<file path="src/yuv_format_pkg.sv">
package yuv_format_pkg;

   // widest row the line buffer holds
   localparam int MAX_COLS_DEFAULT = 1288;

   // packed output word
   localparam int WORD_BITS = 32;

   // byte accumulator, one full word plus a three byte pixel
   localparam int OBUF_BITS = 56;

   // fill position counter, counts bits held in the accumulator
   localparam int OPOS_BITS = 6;

   // image size reported until the first frame end is seen
   localparam int RESET_ROWS = 720;
   localparam int RESET_COLS = 1280;

endpackage

</file>
<file path="src/yuv_stream_pkg.sv">
package yuv_stream_pkg;

   // width of the item type field
   localparam int DTYPE_BITS = 4;

   // stream item type field
   typedef logic [DTYPE_BITS-1:0] dtype_t;

   // frame framing tokens
   localparam dtype_t DTYPE_FRAME_START = 4'd0;
   localparam dtype_t DTYPE_FRAME_END = 4'd1;

   // header framing and payload words
   localparam dtype_t DTYPE_HEADER_START = 4'd2;
   localparam dtype_t DTYPE_HEADER = 4'd3;
   localparam dtype_t DTYPE_HEADER_END = 4'd4;

   // row framing tokens
   localparam dtype_t DTYPE_ROW_START = 4'd5;
   localparam dtype_t DTYPE_ROW_END = 4'd6;

   // plain pixel code
   localparam dtype_t DTYPE_PIXEL = 4'd8;

   // any type with this bit set is a pixel
   localparam dtype_t DTYPE_PIXEL_MASK = 4'd8;

   // one Y, U or V sample
   localparam int PIXEL_BITS = 8;

   // one header word
   localparam int META_BITS = 16;

endpackage
</file>
<file path="src/yuv_pixel_if.sv">
interface yuv_pixel_if;
   import yuv_stream_pkg::*;

   // item valid and its type code
   logic dv;
   dtype_t dtype;

   // luma and the chroma pair, chroma already averaged in 420 mode
   logic [PIXEL_BITS-1:0] y;
   logic [PIXEL_BITS-1:0] u;
   logic [PIXEL_BITS-1:0] v;

   // high when the pixel carries Y,U,V and low when it carries Y only
   logic emit_uv;

   // header word
   logic [META_BITS-1:0] meta;

   modport src (
      output dv, dtype, y, u, v, emit_uv, meta
   );

   modport dst (
      input dv, dtype, y, u, v, emit_uv, meta
   );

endinterface

</file>
<file path="src/word_packer.sv">
module word_packer (
   input  logic                                 clk,
   input  logic                                 resetb,
   yuv_pixel_if.dst                             px,
   output logic                                 dvo,
   output yuv_stream_pkg::dtype_t               dtypeo,
   output logic [yuv_format_pkg::WORD_BITS-1:0] datao
);
   import yuv_stream_pkg::*;
   import yuv_format_pkg::*;

   localparam int YUV_BITS = 3 * PIXEL_BITS;

   logic pixel;
   logic frame_start;
   logic frame_end;
   logic header_start;
   logic header_word;
   logic header_end;

   // oldest byte sits highest, new bytes shift in at the bottom
   logic [OBUF_BITS-1:0] obuf;
   logic [OBUF_BITS-1:0] next_obuf;
   logic [OBUF_BITS-1:0] out_bits;
   logic [OPOS_BITS-1:0] opos;
   logic [OPOS_BITS-1:0] next_opos;
   logic [OPOS_BITS-1:0] rem_opos;
   logic [WORD_BITS-1:0] out_word;

   logic flush_req;
   logic flushed;

   assign pixel = px.dv && |(px.dtype & DTYPE_PIXEL_MASK);
   assign frame_start = px.dv && (px.dtype == DTYPE_FRAME_START);
   assign frame_end = px.dv && (px.dtype == DTYPE_FRAME_END);
   assign header_start = px.dv && (px.dtype == DTYPE_HEADER_START);
   assign header_word = px.dv && (px.dtype == DTYPE_HEADER);
   assign header_end = px.dv && (px.dtype == DTYPE_HEADER_END);

   // leftover bytes at frame end go out before the frame end token
   assign flush_req = frame_end && (opos != '0);

   always_comb begin
      if (flush_req) begin
         // left align the partial word so the pad lands in the top bytes
         next_obuf = obuf << (OPOS_BITS'(WORD_BITS) - opos);
         next_opos = OPOS_BITS'(WORD_BITS);
      end else if (px.emit_uv) begin
         next_obuf = {obuf[OBUF_BITS-YUV_BITS-1:0], px.y, px.u, px.v};
         next_opos = opos + OPOS_BITS'(YUV_BITS);
      end else begin
         next_obuf = {obuf[OBUF_BITS-PIXEL_BITS-1:0], px.y};
         next_opos = opos + OPOS_BITS'(PIXEL_BITS);
      end
   end

   // oldest 32 bits, then byte swapped so the first byte ends up low
   assign rem_opos = next_opos - OPOS_BITS'(WORD_BITS);
   assign out_bits = next_obuf >> rem_opos;
   assign out_word = {out_bits[7:0], out_bits[15:8], out_bits[23:16], out_bits[31:24]};

   always_ff @(posedge clk) begin
      if (pixel || flush_req) begin
         obuf <= next_obuf;
      end
   end

   always_ff @(posedge clk or negedge resetb) begin
      if (!resetb) begin
         dvo <= 1'b0;
         dtypeo <= DTYPE_FRAME_START;
         datao <= '0;
         opos <= '0;
         flushed <= 1'b0;
      end else begin
         flushed <= flush_req;
         if (flush_req) begin
            dvo <= 1'b1;
            dtypeo <= DTYPE_PIXEL;
            datao <= out_word;
            opos <= '0;
         end else if (pixel) begin
            dtypeo <= px.dtype;
            if (next_opos >= OPOS_BITS'(WORD_BITS)) begin
               dvo <= 1'b1;
               datao <= out_word;
               opos <= rem_opos;
            end else begin
               dvo <= 1'b0;
               opos <= next_opos;
            end
         end else if (flushed) begin
            // the frame end token held back by the flush word
            dvo <= 1'b1;
            dtypeo <= DTYPE_FRAME_END;
            datao <= '0;
         end else if (header_word) begin
            // bit 0 of the fill position picks the half of the pair
            dtypeo <= DTYPE_HEADER;
            opos <= opos ^ OPOS_BITS'(1);
            if (opos[0]) begin
               datao[WORD_BITS-1:META_BITS] <= px.meta;
               dvo <= 1'b1;
            end else begin
               datao[META_BITS-1:0] <= px.meta;
               dvo <= 1'b0;
            end
         end else begin
            dvo <= px.dv;
            dtypeo <= px.dtype;
            datao <= '0;
            if (frame_start || header_start || header_end) begin
               opos <= '0;
            end
         end
      end
   end

   a_opos_in_range : assert property (
      @(posedge clk) disable iff (!resetb) int'(opos) <= OBUF_BITS
   ) else $error("word_packer fill position %0d beyond accumulator", opos);

   // both pipeline stages come out of reset empty
   a_quiet_after_reset : assert property (
      @(posedge clk) $rose(resetb) |=> !dvo
   ) else $error("word_packer output valid right after reset");

endmodule

</file>
<file path="src/flat_wrapper.sv">
// flat-port wrapper written by rule: the top's interface ports become plain ports
module word_packer_flat import yuv_stream_pkg::*; import yuv_format_pkg::*;
  (clk, resetb, dvo, dtypeo, datao, px_dv, px_dtype, px_y, px_u, px_v, px_emit_uv, px_meta);
  yuv_pixel_if px_i ();
  input  logic clk;
  input  logic resetb;
  output logic dvo;
  output yuv_stream_pkg::dtype_t dtypeo;
  output logic [yuv_format_pkg::WORD_BITS-1:0] datao;
  input wire logic [$bits(px_i.dv)-1:0] px_dv;
  input wire logic [$bits(px_i.dtype)-1:0] px_dtype;
  input wire logic [$bits(px_i.y)-1:0] px_y;
  input wire logic [$bits(px_i.u)-1:0] px_u;
  input wire logic [$bits(px_i.v)-1:0] px_v;
  input wire logic [$bits(px_i.emit_uv)-1:0] px_emit_uv;
  input wire logic [$bits(px_i.meta)-1:0] px_meta;
  assign px_i.dv = px_dv;
  assign px_i.dtype = px_dtype;
  assign px_i.y = px_y;
  assign px_i.u = px_u;
  assign px_i.v = px_v;
  assign px_i.emit_uv = px_emit_uv;
  assign px_i.meta = px_meta;
  word_packer u_core (.clk(clk), .resetb(resetb), .px(px_i), .dvo(dvo), .dtypeo(dtypeo), .datao(datao));
endmodule
</file>
<file path="config.mk">
export PLATFORM = sky130hd
export DESIGN_NAME = word_packer_flat
export DESIGN_NICKNAME = d
export VERILOG_FILES = /design/src/yuv_format_pkg.sv /design/src/yuv_stream_pkg.sv /design/src/yuv_pixel_if.sv /design/src/word_packer.sv /design/src/flat_wrapper.sv
export SDC_FILE = /design/constraint.sdc
export NUM_CORES = 1
export LEC_CHECK = 0
export BUFFER_PORTS_ARGS = -buffer_cell sky130_fd_sc_hd__buf_2
export CAP_MARGIN = 0
export CORE_UTILIZATION = 40
export CTS_CLUSTER_SIZE = 14
export DETAILED_ROUTE_END_ITERATION = 10
export HOLD_SLACK_MARGIN = 0.12
export PLACE_DENSITY = 0.66
export SLEW_MARGIN = 30
export SYNTH_ARGS = -nofsm -noshare
export SYNTH_HDL_FRONTEND = slang
export SYNTH_SLANG_ARGS = --single-unit
</file>
<file path="constraint.sdc">
create_clock -name clk -period 7 [get_ports clk]
set_clock_uncertainty 0.1 [all_clocks]
set_input_delay 1.75 -clock clk [delete_from_list [all_inputs] [get_ports clk]]
set_output_delay 1.75 -clock clk [all_outputs]
set_load 0.01 [all_outputs]
</file>
==> metrics.log <==
INFO  metric run_status = complete, no violations
INFO  metric groute.usage.overall = 37.78%
INFO  metric post_cts_sizing_count = 0
INFO  metric worst_ep_arrival_time = about 6 ns
INFO  metric design.portCount = 85
INFO  metric max_freq = 173.9 MHz
INFO  metric max-vdd-ir-drop = around 140 uV
INFO  metric final_nets = roughly 1600
INFO  metric slowest_delay = around 0.69 ns
INFO  metric grt_setup_unrepaired = false
INFO  metric global_route_total_overflow = 0
INFO  metric critPathTopFamily = compound AO/OA/AOI/OAI gates
INFO  metric ys_ff_latch = 100
INFO  metric cp_cell_sequence = inv_2, ha_4, nor3b_2, a2111o_2, inv_2, nor2_2, buf_4, nor2_1, a311oi_1, a22oi_1, a211oi_1, o31ai_1
INFO  metric number_of_h_tree_levels = 3
INFO  metric number_of_failing_setup_endpoints_in_the_final_timing_report = 0
INFO  metric hold_start = u_core.datao[2]
INFO  metric layout-area-overhead-vs-synth = 7.936%
INFO  metric critical_path_peak_fanout = 30
INFO  metric clock_sink_count = 100
INFO  metric y_dimension_of_the_die = 183.4 um
INFO  metric most-common-layout-cells = sky130_fd_sc_hd__nand2_1, sky130_fd_sc_hd__nor2_1, sky130_fd_sc_hd__mux2i_1
INFO  metric totalNegativeSetupSlack = 0 ns
INFO  metric antenna_cells = 0
INFO  metric yosysWarningCount = 0
INFO  metric placement_stage_cell_area = ~14000 um^2
INFO  metric least_margin_pin_slew = about 1 ns
INFO  metric critical-path-slowest-cell = sky130_fd_sc_hd__nor3b_2
INFO  metric cts_hold_buffers = 0
INFO  metric route.final.wire_length = between 60 and 70 mm
INFO  metric layout-drive-gt1-share = 20.77%
INFO  metric synth-edff-count = 56
INFO  metric synth_nets = 1612
INFO  metric design.die.area = between 30000 and 40000 um^2
INFO  metric clock_pin_slew_worst_setup_and_hold_paths = about 0.080 ns
INFO  metric cts.path.max_buffers = 2
INFO  metric worst_hold_endpoint = u_core.datao[2]
INFO  metric final_min_period_over_clock_period = 82.14%
INFO  metric layout.cells.most_common = sky130_fd_sc_hd__nand2_1
INFO  metric final_area = ~14000 um^2
INFO  metric detailedPlacementHpwl = around 47 mm
INFO  metric ff2ff_setup_slack = about 1.3 ns
INFO  metric initial_antenna_violation_count = 0
INFO  metric power.share.clock = between 15 and 20%
INFO  metric netlist-cell-type-count = between 90 and 100
INFO  metric worst_r2r_path_depth = 12
INFO  metric routabilityCongestion = ~1.0
INFO  metric timing.hold.worst_path_depth = 2
INFO  metric routed_via_density = 7.380
INFO  metric power.switching = 1.612 mW
INFO  metric num_vias = 14780
INFO  metric placeableCoreArea = about 32000 um^2
INFO  metric critPathRequiredTime = about 7.1 ns
INFO  metric power.share.sequential = 25.1%
INFO  metric yosysSeqAreaShare = 21.14%
INFO  metric maximum_number_of_pins_on_one_net_before_global_route_repair = 67
INFO  metric yosys_most_used_dff = sky130_fd_sc_hd__edfxtp_1
INFO  metric postSynthCellCount = 1562
INFO  metric fp-row-count = 66
INFO  metric criticalPathCategory = reg -> reg
INFO  metric grt_pass1_vias = around 14000
INFO  metric drt_pass1_iterations = 7
INFO  metric cts_tree = done
INFO  metric timing.critical_path.buf_inv = 3
INFO  metric cellPowerDensity = ~220 nW/um^2
INFO  metric postLayoutCoreUtil = 43.78%
INFO  metric cts_post_setup_buffers_inserted = 0
INFO  metric cp-end-kind = flip-flop
INFO  metric worst_skew_pair.late_latency = approximately 0.38 ns
INFO  metric ant_nets = 0
INFO  metric critical_path.reg2reg.startpoint = u_core.opos[1]
INFO  metric crit_path_setup_slack_layout = ~1.3 ns
INFO  metric dp_cells = about 2000
INFO  metric leakage = 5.316 nW
INFO  metric timing.final.hold_violations = 0
INFO  metric max-cap-violations = 0
INFO  metric switching_share_of_power = 50.47%
INFO  metric final_max_slew_viol_count = 0
INFO  metric synth_async_sr_flop_share = 44.00%
INFO  metric syn-mean-instance-area = roughly 8.4 um^2
INFO  metric port_buffers = 84
INFO  metric syn_area = 13160 um^2
INFO  metric drc = 0
INFO  metric placement.setup.worst_slack = between 1 and 1.5 ns
INFO  metric internal_power = ~1.6 mW
INFO  metric die_width = 183.4 um
INFO  metric dr.first_iter.drc_count = 2561
INFO  metric cp_common_cell = sky130_fd_sc_hd__inv_2
INFO  metric wl_per_cell = between 30 and 40 um
INFO  metric power_frac_comb = 57.7%
INFO  metric floorplan.initialDensity = between 40 and 50%
INFO  metric clock_tree.root_cell = sky130_fd_sc_hd__clkbuf_16
INFO  metric crit-reg2reg-capture = u_core.datao[30]
INFO  metric startpoint_type = flip-flop
INFO  metric finish.cell_count_without_fillers = between 2000 and 2500
INFO  metric final_period_minus_worst_setup_slack = around 5.7 ns
INFO  metric grt_first_pass_wirelength = just over 90 mm
INFO  metric cts_made_buffers = 9
INFO  metric hold_path_class = reg -> reg
INFO  metric maxSlewHeadroom = about a third
-- final cells by class --
type                       count  area [um^2]
multi-input combinational   1300         9718
timing repair buffer         132        808.3
fill                        3262        18250
inverter                      12        45.04
tap                          442        553.0
sequential                   100         2786
clock buffer                  10        229.0
clock inverter                 6        68.82
-- synthesized netlist by cell type (14+ instances only) --
cell | n | share of area, %
sky130_fd_sc_hd__nand2_1 | 181 | 5.2
sky130_fd_sc_hd__nor2_1 | 135 | 3.8
sky130_fd_sc_hd__mux2i_1 | 128 | 9.7
sky130_fd_sc_hd__a21oi_1 | 99 | 3.8
sky130_fd_sc_hd__o21ai_0 | 93 | 3.5
sky130_fd_sc_hd__mux4_2 | 68 | 12
sky130_fd_sc_hd__nand3_1 | 64 | 2.4
sky130_fd_sc_hd__clkbuf_1 | 57 | 1.6
sky130_fd_sc_hd__edfxtp_1 | 56 | 13
sky130_fd_sc_hd__mux2_2 | 53 | 4.5
sky130_fd_sc_hd__buf_2 | 47 | 1.8
sky130_fd_sc_hd__dfrtp_1 | 44 | 8.4
sky130_fd_sc_hd__a211oi_1 | 42 | 2.4
sky130_fd_sc_hd__nor3_1 | 38 | 1.4
sky130_fd_sc_hd__o211ai_1 | 37 | 2.1
sky130_fd_sc_hd__o22ai_1 | 24 | 1.1
sky130_fd_sc_hd__a31oi_1 | 20 | 0.95
sky130_fd_sc_hd__buf_1 | 20 | 0.57
sky130_fd_sc_hd__and2_1 | 18 | 0.86
sky130_fd_sc_hd__buf_4 | 18 | 1.0
sky130_fd_sc_hd__o31ai_1 | 17 | 0.97
sky130_fd_sc_hd__a21o_1 | 16 | 0.91
sky130_fd_sc_hd__a22oi_1 | 15 | 0.86
sky130_fd_sc_hd__and3_1 | 14 | 0.67
-- sequential cells by signal, indices dropped and copies added, names as in the netlist --
signal          count
u_core.obuf        56
u_core.dvo          1
u_core.opos         6
u_core.dtypeo       4
u_core.flushed      1
u_core.datao       32
-- worst register-to-register path: cells and delay by family, from the launching register on --
family / cells / cell delay [ns]
adders and majority gates: 1 / 0.31
buffers and inverters: 3 / 1.24
DFF: 1 / 0.40
AOI/OAI and AO/OA: 5 / 2.25
and+or+nand+nor: 3 / 1.33
-- worst max-delay path by stage --
stage | cells after the start | endpoint | slack (ns) | from
2_1_floorplan | 17 | u_core.obuf[0] | 1.34 | u_core.opos[0]
3_3_place_gp | 12 | u_core.datao[30] | 1.27 | px_dtype[3]
3_5_place_dp | 11 | u_core.datao[20] | 1.23 | px_dtype[3]
4_1_cts | 12 | u_core.datao[30] | 1.52 | u_core.opos[0]
5_1_grt | 12 | u_core.datao[30] | 1.22 | u_core.opos[0]
6_report | 12 | u_core.datao[30] | 1.25 | u_core.opos[1]
-- metal layers --
metal,vias to the layer above,share of wire (%),global-route usage [%]
met5,-,0,0
li1,6109,-,-
met2,1280,42,55.58
met1,7101,39,50.86
met4,0,6.5,19.57
met3,285,13,9.727
-- kinds of logic (layout without fill, tap and decap cells) --
| logic type | count (synthesis) | count (layout) | synth area share, % |
|---|---|---|---|
| xor gates and xnor gates | 8 | 8 | 0.5323 |
| DFF | 100 | 100 | 21.14 |
| AOI/OAI and AO/OA | 523 | 523 | 27.99 |
| adders and majority gates | 2 | 2 | 0.2471 |
| buffers and inverters | 162 | 160 | 6.036 |
| muxes | 249 | 249 | 25.90 |
| and+or+nand+nor | 518 | 518 | 18.15 |
-- through the flow --
stage / hold WS (ns) / power, mW
6_report: 0.3986 / 3.194
5_1_grt: 0.4195 / 3.271
4_1_cts: 0.3994 / 3.097
3_5_place_dp: 0.3692 / 2.548
3_3_place_gp: 0.3702 / 2.562
2_1_floorplan: 0.4241 / 1.881
-- power by group through the flow --
stage	registers, mW	clock network (mW)	logic, mW
final	0.803	0.549	1.84
after floorplan	0.769	0	1.11
after global placement	0.804	0	1.76
after global routing	0.803	0.569	1.90
after detailed placement	0.803	0	1.75
after CTS	0.793	0.548	1.76
No activity file was read; power rests on OpenSTA's default activity.
